$ cat src/design/ball_link_pkg.sv
`default_nettype none

package ball_link_pkg;

    // bytes per snapshot on the wire, after the address
    localparam int FRAME_BYTES = 5;

    typedef logic [$clog2(FRAME_BYTES)-1:0] byte_idx_t;

    // wire order is top field first
    typedef struct packed {
        logic [7:0] pos_hi;
        logic [7:0] pos_lo;
        logic [7:0] vel_y;
        logic [7:0] gravity;
        logic [7:0] collision;
    } ball_snapshot_t;

    // written through snap, sent through bytes
    typedef union packed {
        ball_snapshot_t                  snap;
        logic [0:FRAME_BYTES-1][7:0]     bytes;
    } frame_word_u;

    typedef enum logic [1:0] {
        CMD_START_ADDR,
        CMD_DATA,
        CMD_STOP
    } i2c_cmd_kind_e;

    // for CMD_START_ADDR data is {addr, 1'b0}
    typedef struct packed {
        i2c_cmd_kind_e kind;
        logic [7:0]    data;
    } i2c_cmd_t;

endpackage

`default_nettype wire
$ cat src/design/ball_link_top.sv
`default_nettype none

module ball_link_top #(
    parameter logic [6:0] SLAVE_ADDR     = 7'h55,
    parameter int         QUARTER_CYCLES = 4
) (
    input  logic       clk,
    input  logic       reset,
    input  logic       send,
    input  logic [9:0] ball_y,
    input  logic [7:0] ball_vy,
    input  logic [1:0] gravity,
    input  logic       collision,
    input  logic       abort,
    input  logic       sda_in,
    output logic       scl,
    output logic       sda_pull,
    output logic       busy,
    output logic       nack
);
    import ball_link_pkg::*;

    i2c_cmd_t cmd;
    logic     cmd_valid;
    logic     credit_return;
    logic     ack_fail;

    ball_frame_sequencer #(
        .SLAVE_ADDR(SLAVE_ADDR)
    ) u_seq (
        .clk(clk),
        .reset(reset),
        .send(send),
        .ball_y(ball_y),
        .ball_vy(ball_vy),
        .gravity(gravity),
        .collision(collision),
        .abort(abort),
        .credit_return(credit_return),
        .ack_fail(ack_fail),
        .cmd(cmd),
        .cmd_valid(cmd_valid),
        .busy(busy),
        .nack(nack)
    );

    i2c_byte_master #(
        .QUARTER_CYCLES(QUARTER_CYCLES)
    ) u_master (
        .clk(clk),
        .reset(reset),
        .cmd(cmd),
        .cmd_valid(cmd_valid),
        .sda_in(sda_in),
        .credit_return(credit_return),
        .ack_fail(ack_fail),
        .scl(scl),
        .sda_pull(sda_pull)
    );

endmodule

`default_nettype wire

$ cat src/design/i2c_byte_master.sv
`default_nettype none

module i2c_byte_master #(
    parameter int QUARTER_CYCLES = 4
) (
    input  logic                    clk,
    input  logic                    reset,
    input  ball_link_pkg::i2c_cmd_t cmd,
    input  logic                    cmd_valid,
    input  logic                    sda_in,
    output logic                    credit_return,
    output logic                    ack_fail,
    output logic                    scl,
    output logic                    sda_pull
);
    import ball_link_pkg::*;

    localparam int QW = (QUARTER_CYCLES > 1) ? $clog2(QUARTER_CYCLES) : 1;

    typedef enum logic [1:0] {
        P_START,
        P_BITS,
        P_STOP
    } phase_t;

    i2c_cmd_t    cmd_buf;
    logic        buf_full;
    logic        load;
    phase_t      phase;
    logic [1:0]  quarter;
    logic [3:0]  bit_idx;
    logic [QW-1:0] qcnt;
    logic        tick;
    logic        bus_open;
    logic        nack_bit;
    logic        tx_bit;

    assign load   = cmd_valid && !buf_full;
    assign tick   = buf_full && (qcnt == QW'(QUARTER_CYCLES - 1));
    assign tx_bit = cmd_buf.data[3'd7 - bit_idx[2:0]];

    always_ff @(posedge clk) begin
        if (load) begin
            cmd_buf <= cmd;
        end
    end

    always_ff @(posedge clk or posedge reset) begin
        if (reset) begin
            buf_full      <= 1'b0;
            phase         <= P_STOP;
            quarter       <= 2'd0;
            bit_idx       <= 4'd0;
            qcnt          <= '0;
            bus_open      <= 1'b0;
            nack_bit      <= 1'b0;
            credit_return <= 1'b0;
            ack_fail      <= 1'b0;
        end else begin
            credit_return <= 1'b0;
            ack_fail      <= 1'b0;
            if (load) begin
                buf_full <= 1'b1;
                qcnt     <= '0;
                quarter  <= 2'd0;
                bit_idx  <= 4'd0;
                case (cmd.kind)
                    CMD_START_ADDR: begin
                        phase    <= P_START;
                        bus_open <= 1'b1;
                    end
                    CMD_DATA: begin
                        phase <= P_BITS;
                    end
                    default: begin
                        phase <= P_STOP;
                    end
                endcase
            end else if (buf_full) begin
                qcnt <= tick ? '0 : qcnt + QW'(1);
                if (tick) begin
                    quarter <= quarter + 2'd1;
                    // ack sampled mid high phase of the ninth clock
                    if (phase == P_BITS && bit_idx == 4'd8 && quarter == 2'd1) begin
                        nack_bit <= sda_in;
                    end
                    if (quarter == 2'd3) begin
                        case (phase)
                            P_START: begin
                                phase <= P_BITS;
                            end
                            P_BITS: begin
                                if (bit_idx == 4'd8) begin
                                    buf_full      <= 1'b0;
                                    credit_return <= 1'b1;
                                    ack_fail      <= nack_bit;
                                end else begin
                                    bit_idx <= bit_idx + 4'd1;
                                end
                            end
                            default: begin
                                buf_full      <= 1'b0;
                                credit_return <= 1'b1;
                                bus_open      <= 1'b0;
                            end
                        endcase
                    end
                end
            end
        end
    end

    // line levels per quarter, SCL parked low while the frame is open
    always_comb begin
        if (!buf_full) begin
            scl      = !bus_open;
            sda_pull = 1'b0;
        end else begin
            case (phase)
                P_START: begin
                    scl      = (quarter != 2'd3);
                    sda_pull = (quarter != 2'd0);
                end
                P_BITS: begin
                    scl      = (quarter == 2'd1) || (quarter == 2'd2);
                    sda_pull = (bit_idx != 4'd8) && !tx_bit;
                end
                default: begin
                    scl      = (quarter != 2'd0);
                    sda_pull = (quarter < 2'd2);
                end
            endcase
        end
    end

endmodule

`default_nettype wire

$ cat src/design/ball_frame_sequencer.sv
`default_nettype none

module ball_frame_sequencer #(
    parameter logic [6:0] SLAVE_ADDR = 7'h55
) (
    input  logic                    clk,
    input  logic                    reset,
    input  logic                    send,
    input  logic [9:0]              ball_y,
    input  logic [7:0]              ball_vy,
    input  logic [1:0]              gravity,
    input  logic                    collision,
    input  logic                    abort,
    input  logic                    credit_return,
    input  logic                    ack_fail,
    output ball_link_pkg::i2c_cmd_t cmd,
    output logic                    cmd_valid,
    output logic                    busy,
    output logic                    nack
);
    import ball_link_pkg::*;

    typedef enum logic [2:0] {
        S_IDLE,
        S_ADDR,
        S_DATA,
        S_STOP,
        S_FINISH
    } seq_state_t;

    seq_state_t  state, state_next;
    frame_word_u frame;
    byte_idx_t   byte_idx, byte_idx_next;
    logic [1:0]  credit;
    logic        stop_pending;
    logic        capture;
    logic        have_credit;

    assign capture     = (state == S_IDLE) && send;
    assign busy        = (state != S_IDLE);
    assign have_credit = (credit == 2'd1);

    // snapshot, all fields taken in the same cycle
    always_ff @(posedge clk) begin
        if (capture) begin
            frame.snap.pos_hi    <= {ball_y[9:8], 6'b000000};
            frame.snap.pos_lo    <= ball_y[7:0];
            frame.snap.vel_y     <= ball_vy;
            frame.snap.gravity   <= {6'b000000, gravity};
            frame.snap.collision <= {7'b0000000, collision};
        end
    end

    always_ff @(posedge clk or posedge reset) begin
        if (reset) begin
            state        <= S_IDLE;
            byte_idx     <= '0;
            credit       <= 2'd1;
            stop_pending <= 1'b0;
            nack         <= 1'b0;
        end else begin
            state    <= state_next;
            byte_idx <= byte_idx_next;
            credit   <= credit - {1'b0, cmd_valid} + {1'b0, credit_return};
            nack     <= ack_fail;
            if (capture) begin
                stop_pending <= 1'b0;
            end else if (ack_fail) begin
                stop_pending <= 1'b1;
            end
        end
    end

    always_comb begin
        state_next    = state;
        byte_idx_next = byte_idx;
        cmd_valid     = 1'b0;
        cmd.kind      = CMD_STOP;
        cmd.data      = 8'h00;
        case (state)
            S_IDLE: begin
                if (send) begin
                    state_next    = S_ADDR;
                    byte_idx_next = '0;
                end
            end
            S_ADDR: begin
                cmd.kind = CMD_START_ADDR;
                cmd.data = {SLAVE_ADDR, 1'b0};
                if (have_credit) begin
                    cmd_valid  = 1'b1;
                    state_next = S_DATA;
                end
            end
            S_DATA: begin
                // abort or refused byte cuts straight to STOP
                if (abort || stop_pending) begin
                    if (have_credit) begin
                        cmd_valid  = 1'b1;
                        state_next = S_FINISH;
                    end
                end else begin
                    cmd.kind = CMD_DATA;
                    cmd.data = frame.bytes[byte_idx];
                    if (have_credit) begin
                        cmd_valid     = 1'b1;
                        byte_idx_next = byte_idx + byte_idx_t'(1);
                        if (byte_idx == byte_idx_t'(FRAME_BYTES - 1)) begin
                            state_next = S_STOP;
                        end
                    end
                end
            end
            S_STOP: begin
                if (have_credit) begin
                    cmd_valid  = 1'b1;
                    state_next = S_FINISH;
                end
            end
            S_FINISH: begin
                // wait for the bus to be released
                if (credit_return) begin
                    state_next = S_IDLE;
                end
            end
            default: begin
                state_next = S_IDLE;
            end
        endcase
    end

endmodule

`default_nettype wire

$ cat config.mk
export PLATFORM = sky130hd
export DESIGN_NAME = ball_link_top
export DESIGN_NICKNAME = d
export VERILOG_FILES = /design/src/design/ball_link_pkg.sv /design/src/design/ball_link_top.sv /design/src/design/i2c_byte_master.sv /design/src/design/ball_frame_sequencer.sv
export SDC_FILE = /design/constraint.sdc
export NUM_CORES = 1
export LEC_CHECK = 0
export ABC_AREA = 1
export BUFFER_PORTS_ARGS = -buffer_cell sky130_fd_sc_hd__buf_2
export CAP_MARGIN = 20
export CORE_MARGIN = 1
export CORE_UTILIZATION = 45
export DETAILED_ROUTE_END_ITERATION = 16
export PLACE_DENSITY = 0.7
export SYNTH_ARGS = -nofsm -noshare
export SYNTH_HDL_FRONTEND = slang
export SYNTH_SLANG_ARGS = --single-unit
$ cat constraint.sdc
create_clock -name clk -period 4.6 [get_ports clk]
set_clock_uncertainty 0.1 [all_clocks]
set_input_delay 0.92 -clock clk [delete_from_list [all_inputs] [get_ports clk]]
set_output_delay 0.92 -clock clk [all_outputs]
set_load 0.005 [all_outputs]
==> results of run 1 <==
[where the power goes]
group / switching (mW) / leakage [nW] / internal [mW]
Combinational: 0.121 / 0.646 / 0.0559
Clock: 0.156 / 0.0563 / 0.166
Sequential: 0.0176 / 0.606 / 0.570
[worst max path at each step]
stage / startpoint / end / slack [ns] / cells past startpoint
final: u_master.bit_idx[0] / sda_pull / 1.78 / 8
after global routing: u_master.bit_idx[0] / sda_pull / 1.63 / 8
after CTS: u_master.bit_idx[0] / sda_pull / 1.78 / 8
after detailed placement: u_master.bit_idx[0] / sda_pull / 2.12 / 8
after global placement: u_master.bit_idx[0] / sda_pull / 2.20 / 8
after floorplan: send / u_seq.frame[0] / 2.14 / 2
[layer usage]
layer | wire length, µm | track usage, %
met1 | 2010 | 21.5
met2 | 1960 | 24.9
met3 | 195 | 3.69
met4 | 83 | 5.96
met5 | 0 | 0
[cell type report]
class / instances / area share, %
tap: 70 / 3.02
multi-input combinational: 160 / 31.1
inverter: 30 / 4.05
sequential: 54 / 51.6
timing repair buffer: 31 / 6.20
clock buffer: 5 / 2.37
clock inverter: 3 / 1.68
[synth_stat cells (all sizes together) (2+ instances only)]
master,n
edfxtp,29
nor3,3
dfstp,2
a21oi,5
nand4,2
a22oi,4
ha,9
o21ai,23
o31ai,2
nor2,23
o22ai,3
dfrtp,23
nand2,52
nand3,26
xnor2,2
inv,29
[cell families after synthesis]
group | after synthesis
AOI/OAI and AO/OA | 40
adders and majority gates | 9
buffers and inverters | 30
DFF | 54
and+or+nand+nor | 108
xor gates and xnor gates | 3
[cells in the final DEF, fill, tap and decap left out, drive strengths merged, types with 2 or more instances in the layout]
master  synthesis  layout
a21oi           5       5
a22oi           4       4
buf             0      31
clkbuf          0       5
dfrtp          23      23
dfstp           2       2
edfxtp         29      29
ha              9       9
inv            29      30
nand2          52      52
nand3          26      26
nand4           2       2
nor2           23      23
nor3            3       3
o21ai          23      23
o22ai           3       3
o31ai           2       2
xnor2           2       2
[sequential cells by signal, indices dropped and copies added (netlist names), 2 cells and up]
signal and cells:
u_seq.state 3, u_master.quarter 2, u_seq.frame 21, u_master.phase 2, u_master.qcnt 2, u_master.cmd_buf 8, u_master.bit_idx 4, u_seq.byte_idx 3
u_seq.credit 2
==> metrics.md, run 1 <==
| Metric | Value |
|---|---|
| Post-Place Cell Area | `2760 µm²` |
| Leakage power | `1.31 nW` |
| CP Launch Type | `flip-flop` |
| Final TNS setup | `0 ns` |
| Final worst path period share | `about three fifths` |
| Drt pass-1 iters | `4` |
| Initial DRC count | `144` |
| Final core occ | `between 50% and 60%` |
| Mux cell area share after synthesis | `0%` |
| Worst R2R Setup Slack | `2.76 ns` |
| Maxcap violations | `0` |
| Top delay family on crit path | `flip-flops` |
| RR Startpoint | `u_seq.credit[0]` |
| WP buf/inv | `3` |
| Status | `finished clean` |
| Hold Path Sink | `u_seq.nack` |
| Yosys synthesis warning count | `0` |
| Post-synth EDFFs | `29` |
| FILL cells | `470` |
| Initial antenna violation count | `0` |
| Main area contributors after synthesis | `edfxtp_1 (35%), dfrtp_1 (23%), nand2_1 (7.2%)` |
| CTS tree | `yes` |
| Register area | `approximately 1500 µm²` |
| Top-area cell type share of the netlist area | `34.6%` |
| Setup bufs post-CTS | `0` |
| Clk Latency, worst-skew pair | `0.30 ns` |
| Syn nets | `279` |
| Clock sink total | `54` |
| Cts hold-fix bufs | `0` |
| Pin count of the biggest net entering global routing | `26` |
| Input/output buffers | `29` |
| Critical path, cell by cell | `inv_2, ha_1, nand3_1, nand2_1, inv_1, nand3_1, a21oi_1, buf_2` |
| Largest family of logic cells by synthesized area | `simple AND/OR/NAND/NOR gates` |
| Post-detail-place hpwl | `around 3200 µm` |
| Simple-gate share of the synthesized area | `between 20% and 30%` |
| Height of the die | `around 77 µm` |
| Synth Register Bits | `54` |
| R2R depth | `4` |
| Hold Path Cell Cnt | `0` |
| Setup slack after layout | `approximately 1.8 ns` |
| Fin. max-slew vios | `0` |
| Post-synthesis adder-cell area fraction | `4.47%` |
| IO Pins | `30` |
| Max Fanout on Critical Path | `8` |
| Final instance area | `about 2900 µm²` |
| Ant diodes | `0` |
| DIE AREA | `between 5000 and 6000 µm²` |
| Die Wd | `76.8 µm` |
| Max Clk Rate | `approximately 350 MHz` |
| H-Tree Depth | `2` |
| Compound-Gate Fraction of Synth Area | `9.34%` |
| Post-CTS Resized | `0` |
| Placed cells | `344` |
| Hold Startpoint | `u_master.ack_fail` |
| Critical Path Max Stage Delay | `approximately 0.45 ns` |
| CP Class | `reg -> out` |
| First-pass GRT wire length | `~7300 µm` |
| PwrDens | `374 nW/µm²` |
| TritonCTS Buffers | `5` |
| Vias post-DR | `roughly 1800` |
| Vias in the first global route | `between 1500 and 2000` |
| Crit path capture type | `output port` |
| Hold Path Class | `reg -> reg` |
| DR WL/cell | `roughly 12 µm` |
| Top FF cell, synth | `edfxtp_1` |
| Core area | `between 5000 and 6000 µm²` |
| Count of cell types in the netlist | `34` |
| Post-Syn Area | `2520 µm²` |
| CP required | `between 3 and 4 ns` |
| Routed Wire Length | `approximately 4200 µm` |
| Ys async rst share | `46.3%` |
| Sequential area share after synthesis | `approximately three fifths` |
| Final Setup Violations | `0` |
| Multi-input logic area | `between 900 and 1000 µm²` |
| Slew @ Worst Pin | `~0.47 ns` |
| DRC viols | `0` |
| DRT antenna net count | `0` |
| Syn-to-layout area delta | `15.3%` |
| Row cnt | `26` |
| Root Driver | `clkbuf_8` |
| Area leader, netlist | `edfxtp_1` |
| Longest Clk Path Bufs | `2` |
| Proportion of layout cells with a drive suffix above 1 | `between 20% and 30%` |
| Slowest CP cell | `dfrtp_1` |
| Initial Utilization | `approximately half` |
| Clock transition at the registers of the reported paths | `0.10 ns` |
| Syn avg cell area | `between 10 and 15 µm²` |
| GRT Util Overall | `about 16%` |
| Fin crit period | `between 2 and 3 ns` |
| Worst vdd ir | `roughly 0.24 mV` |
| Arr. time, crit path | `1.80 ns` |
| GRT overflow | `0` |
| Power, Total | `roughly 1.1 mW` |
| Final hold violations | `0` |
| Final nets | `~320` |
| Pre-CTS setup slack | `around 2.1 ns` |
| R2R Path End | `u_master.cmd_buf[4]` |
| Slew Limit Headroom | `between 60% and 70%` |
| Worst path most repeated cell | `nand3_1` |
| Final non-filler cell total | `353` |
| Synth Area in XOR/XNOR | `~1.0%` |
| Post-Syn Instances | `between 200 and 250` |
| RSZ-0062 raised after global routing | `false` |
| RD Place Congestion | `about 0.83` |
| Vias per inst | `just over 5` |
| WHS | `0.307 ns` |
Power figures use the tool's default switching activity.
==> run 2: changes to the inputs <==
--- a/config.mk
+++ b/config.mk
@@ -5,13 +5,13 @@
 export SDC_FILE = /design/constraint.sdc
 export NUM_CORES = 1
 export LEC_CHECK = 0
-export ABC_AREA = 1
+export ABC_AREA = 0
 export BUFFER_PORTS_ARGS = -buffer_cell sky130_fd_sc_hd__buf_2
 export CAP_MARGIN = 20
 export CORE_MARGIN = 1
 export CORE_UTILIZATION = 45
 export DETAILED_ROUTE_END_ITERATION = 16
-export PLACE_DENSITY = 0.7
+export PLACE_DENSITY = 0.73
 export SYNTH_ARGS = -nofsm -noshare
 export SYNTH_HDL_FRONTEND = slang
 export SYNTH_SLANG_ARGS = --single-unit
==> constraint.sdc (replaced) <==
create_clock -name clk -period 2.3 [get_ports clk]
set_clock_uncertainty 0.1 [all_clocks]
set_input_delay 0.46 -clock clk [delete_from_list [all_inputs] [get_ports clk]]
set_output_delay 0.46 -clock clk [all_outputs]
set_load 0.005 [all_outputs]
==> run 2 against run 1 <==
Net effect: the flow now finishes with violations (negative setup slack); combinational power shrank 82%; sequential power grew 74%; first-iteration DRC count shrank 53%; routed wire length shrank 4.8%; area after synthesis shrank 0.79%; sequential cell count is the same; non-clock buffer count grew 6; clock-buffer cell count is the same; total power grew 47%; final cell count shrank 12%; worst hold slack lost 0.22 ns; critical path type unchanged.
==> metrics.md, run 2 <==
| Metric | Value |
|---|---|
| Status | `finished with violations` |
| Failing checks | `negative setup slack` |
| Hold Path Class | `in -> async` |
| Slew Limit Headroom | `approximately two thirds` |
| DIE AREA | `5850 µm²` |
| PwrDens | `approximately 550 nW/µm²` |
| Root Driver | `clkbuf_8` |
| Syn nets | `between 200 and 250` |
| Post-synth EDFFs | `29` |
| Synth Register Bits | `54` |
| H-Tree Depth | `2` |
| RR Startpoint | `u_master.bit_idx[0]` |
| Final hold violations | `0` |
| Fin crit period | `around 2.5 ns` |
| Max reg flops | `21` |
| Main area contributors after synthesis | `edfxtp_1 (35%), dfrtp_1 (23%), ha_1 (4.5%)` |
| Row cnt | `26` |
| Arr. time, crit path | `1.93 ns` |
| Post-detail-place hpwl | `approximately 2800 µm` |
| DRC viols | `0` |
| Input/output buffers | `29` |
| Biggest register | `u_seq.frame` |
| CP Launch Type | `flip-flop` |
| Final instance area | `2880 µm²` |
| Initial Utilization | `roughly 48%` |
| R2R Path End | `u_master.bit_idx[1]` |
| DRT antenna net count | `0` |
| Max Clk Rate | `around 400 MHz` |
| Drt pass-1 iters | `4` |
| Core area | `5240 µm²` |
| Syn-to-layout area delta | `15.2%` |
| TritonCTS Buffers | `5` |
| Pre-CTS setup slack | `between 0.07 and 0.08 ns` |
| FILL cells | `roughly 470` |
| GRT overflow | `0` |
| Top FF cell, synth | `edfxtp_1` |
| Fin. max-slew vios | `0` |
| Final Setup Violations | `1` |
| Critical Path Max Stage Delay | `0.57 ns` |
| Post-Syn Area | `~2500 µm²` |
| Yosys synthesis warning count | `0` |
| Clk Latency, worst-skew pair | `0.31 ns` |
| Final worst path period share | `108%` |
| RD Place Congestion | `about 0.76` |
| Count of cell types in the netlist | `45` |
| CP Class | `reg -> out` |
| Critical path, cell by cell | `mux4_2, a2111oi_4, o21a_1, buf_2` |
| Post-Syn Instances | `204` |
| Slew @ Worst Pin | `between 0.5 and 0.6 ns` |
| Height of the die | `76.5 µm` |
| Worst R2R Setup Slack | `between 0.3 and 0.4 ns` |
| Top-area cell type share of the netlist area | `34.9%` |
| Clock transition at the registers of the reported paths | `between 0.1 and 0.15 ns` |
| Area leader, netlist | `edfxtp_1` |
| Cts hold-fix bufs | `0` |
| Die Wd | `about 77 µm` |
| Syn avg cell area | `roughly 12 µm²` |
| Proportion of layout cells with a drive suffix above 1 | `25.2%` |
| Vias post-DR | `between 1500 and 2000` |
| Placed cells | `300` |
| Routed Wire Length | `between 4000 and 5000 µm` |
| Vias per inst | `about 5.1` |
| Initial DRC count | `between 60 and 70` |
| Vias in the first global route | `between 1500 and 2000` |
| Clock sink total | `between 50 and 60` |
| GRT Util Overall | `between 10 and 15%` |
| Maxcap violations | `0` |
| Top cells by count, synth | `edfxtp_1 (29), dfrtp_1 (23), nor2_1 (19)` |
| CTS tree | `yes` |
| Final TNS setup | `-0.194 ns` |
| Post-Place Cell Area | `2730 µm²` |
| Setup slack after layout | `-0.194 ns` |
| Leakage power | `between 1 and 1.5 nW` |
| Most common cell in the netlist | `edfxtp_1` |
| Ys async rst share | `a little under half` |
| Power, Total | `1.59 mW` |
| Initial antenna violation count | `0` |
| Max Fanout on Critical Path | `3` |
| Top delay family on crit path | `multiplexers` |
| RSZ-0062 raised after global routing | `true` |
| Longest Clk Path Bufs | `2` |
| CP Launch Point | `u_master.bit_idx[0]` |
| Worst vdd ir | `between 0.5 and 0.6 mV` |
| Final non-filler cell total | `between 300 and 400` |
| Crit path capture type | `output port` |
| Pin count of the biggest net entering global routing | `26` |
| Ant diodes | `0` |
| CP required | `about 1.7 ns` |
| Slowest CP cell | `mux4_2` |
| Most frequent cells in the layout | `buf_2 (29), edfxtp_1 (29), dfrtp_1 (22), nor2_1 (19), nand2_1 (16)` |
| Final nets | `276` |
| Largest regs | `u_seq.frame: 21 flops, u_master.cmd_buf: 8 flops, u_master.bit_idx: 4 flops` |
| DR WL/cell | `around 13 µm` |
| R2R depth | `8` |
| First-pass GRT wire length | `about 6800 µm` |
| IO Pins | `30` |
| Register area | `around 1500 µm²` |
| Sequential area share after synthesis | `60.0%` |
| Multi-input logic area | `946 µm²` |
| WP buf/inv | `1` |
run 2: timing repair:
item,4_1_cts,5_1_grt
endpoints found under the hold margin,0,0
pin swaps,3,1
setup endpoints to repair,1,2
setup buffers,2,2
resized for setup,4,2
run 2: report_power, final:
| part | internal, mW | leakage [nW] | total [mW] | switching [mW] |
|---|---|---|---|---|
| clock network | 0.226 | 0.0502 | 0.543 | 0.317 |
| registers | 1.02 | 0.575 | 1.02 | 0.000601 |
| logic | 0.0166 | 0.528 | 0.0314 | 0.0148 |
| total | 1.26 | 1.15 | 1.59 | 0.332 |
run 2: cell type report:
| type | count | area share (%) |
|---|---|---|
| Sequential cell | 54 | 52.1 |
| Timing Repair Buffer | 37 | 7.39 |
| Clock buffer | 5 | 2.39 |
| Clock inverter | 3 | 1.00 |
| Tap cell | 70 | 3.04 |
| Multi-Input combinational cell | 134 | 32.9 |
| Inverter | 9 | 1.17 |
run 2: worst max path at each step:
stage / end / slack (ns) / depth (start not counted)
2_1_floorplan: sda_pull / 0.17 / 4
3_3_place_gp: sda_pull / 0.07 / 5
3_5_place_dp: sda_pull / 0.07 / 5
4_1_cts: sda_pull / -0.21 / 4
5_1_grt: sda_pull / -0.31 / 6
6_report: sda_pull / -0.19 / 4
run 2: cells by family (layout without fill, tap and decap cells):
kind of cell | after synthesis | after routing | share of synthesized area (%)
AOI/OAI and AO/OA | 39 | 39 | 9.76
xor gates and xnor gates | 5 | 5 | 1.75
adders and majority gates | 9 | 9 | 4.51
buffers and inverters | 16 | 54 | 2.55
DFF | 54 | 54 | 60.0
muxes | 14 | 14 | 7.01
and+or+nand+nor | 67 | 67 | 14.4
run 2: worst reg2reg max path: cells and delay by family, from the launching register on:
kind / cells / cell delay, ns
mux: 1 / 0.22
simple gates: 3 / 0.55
flops: 1 / 0.44
fa+ha+maj: 1 / 0.19
buf+inv: 3 / 0.34
run 2: metal layers:
metal | up-vias | global-route usage, % | part of all wire (%)
li1 | 805 | - | -
met1 | 743 | 18.8 | 48
met2 | 33 | 25.2 | 48
met3 | 4 | 3.35 | 3.0
met4 | 0 | 4.62 | 0.87
met5 | - | 0 | 0
run 2: through the flow:
step	util (%)	hold slack, ns
3_3_place_gp	52.2	0.316
4_1_cts	54.6	0.0957
6_report	54.9	0.0908
3_5_place_dp	52.2	0.307
5_1_grt	54.9	0.105
2_1_floorplan	-	0.255
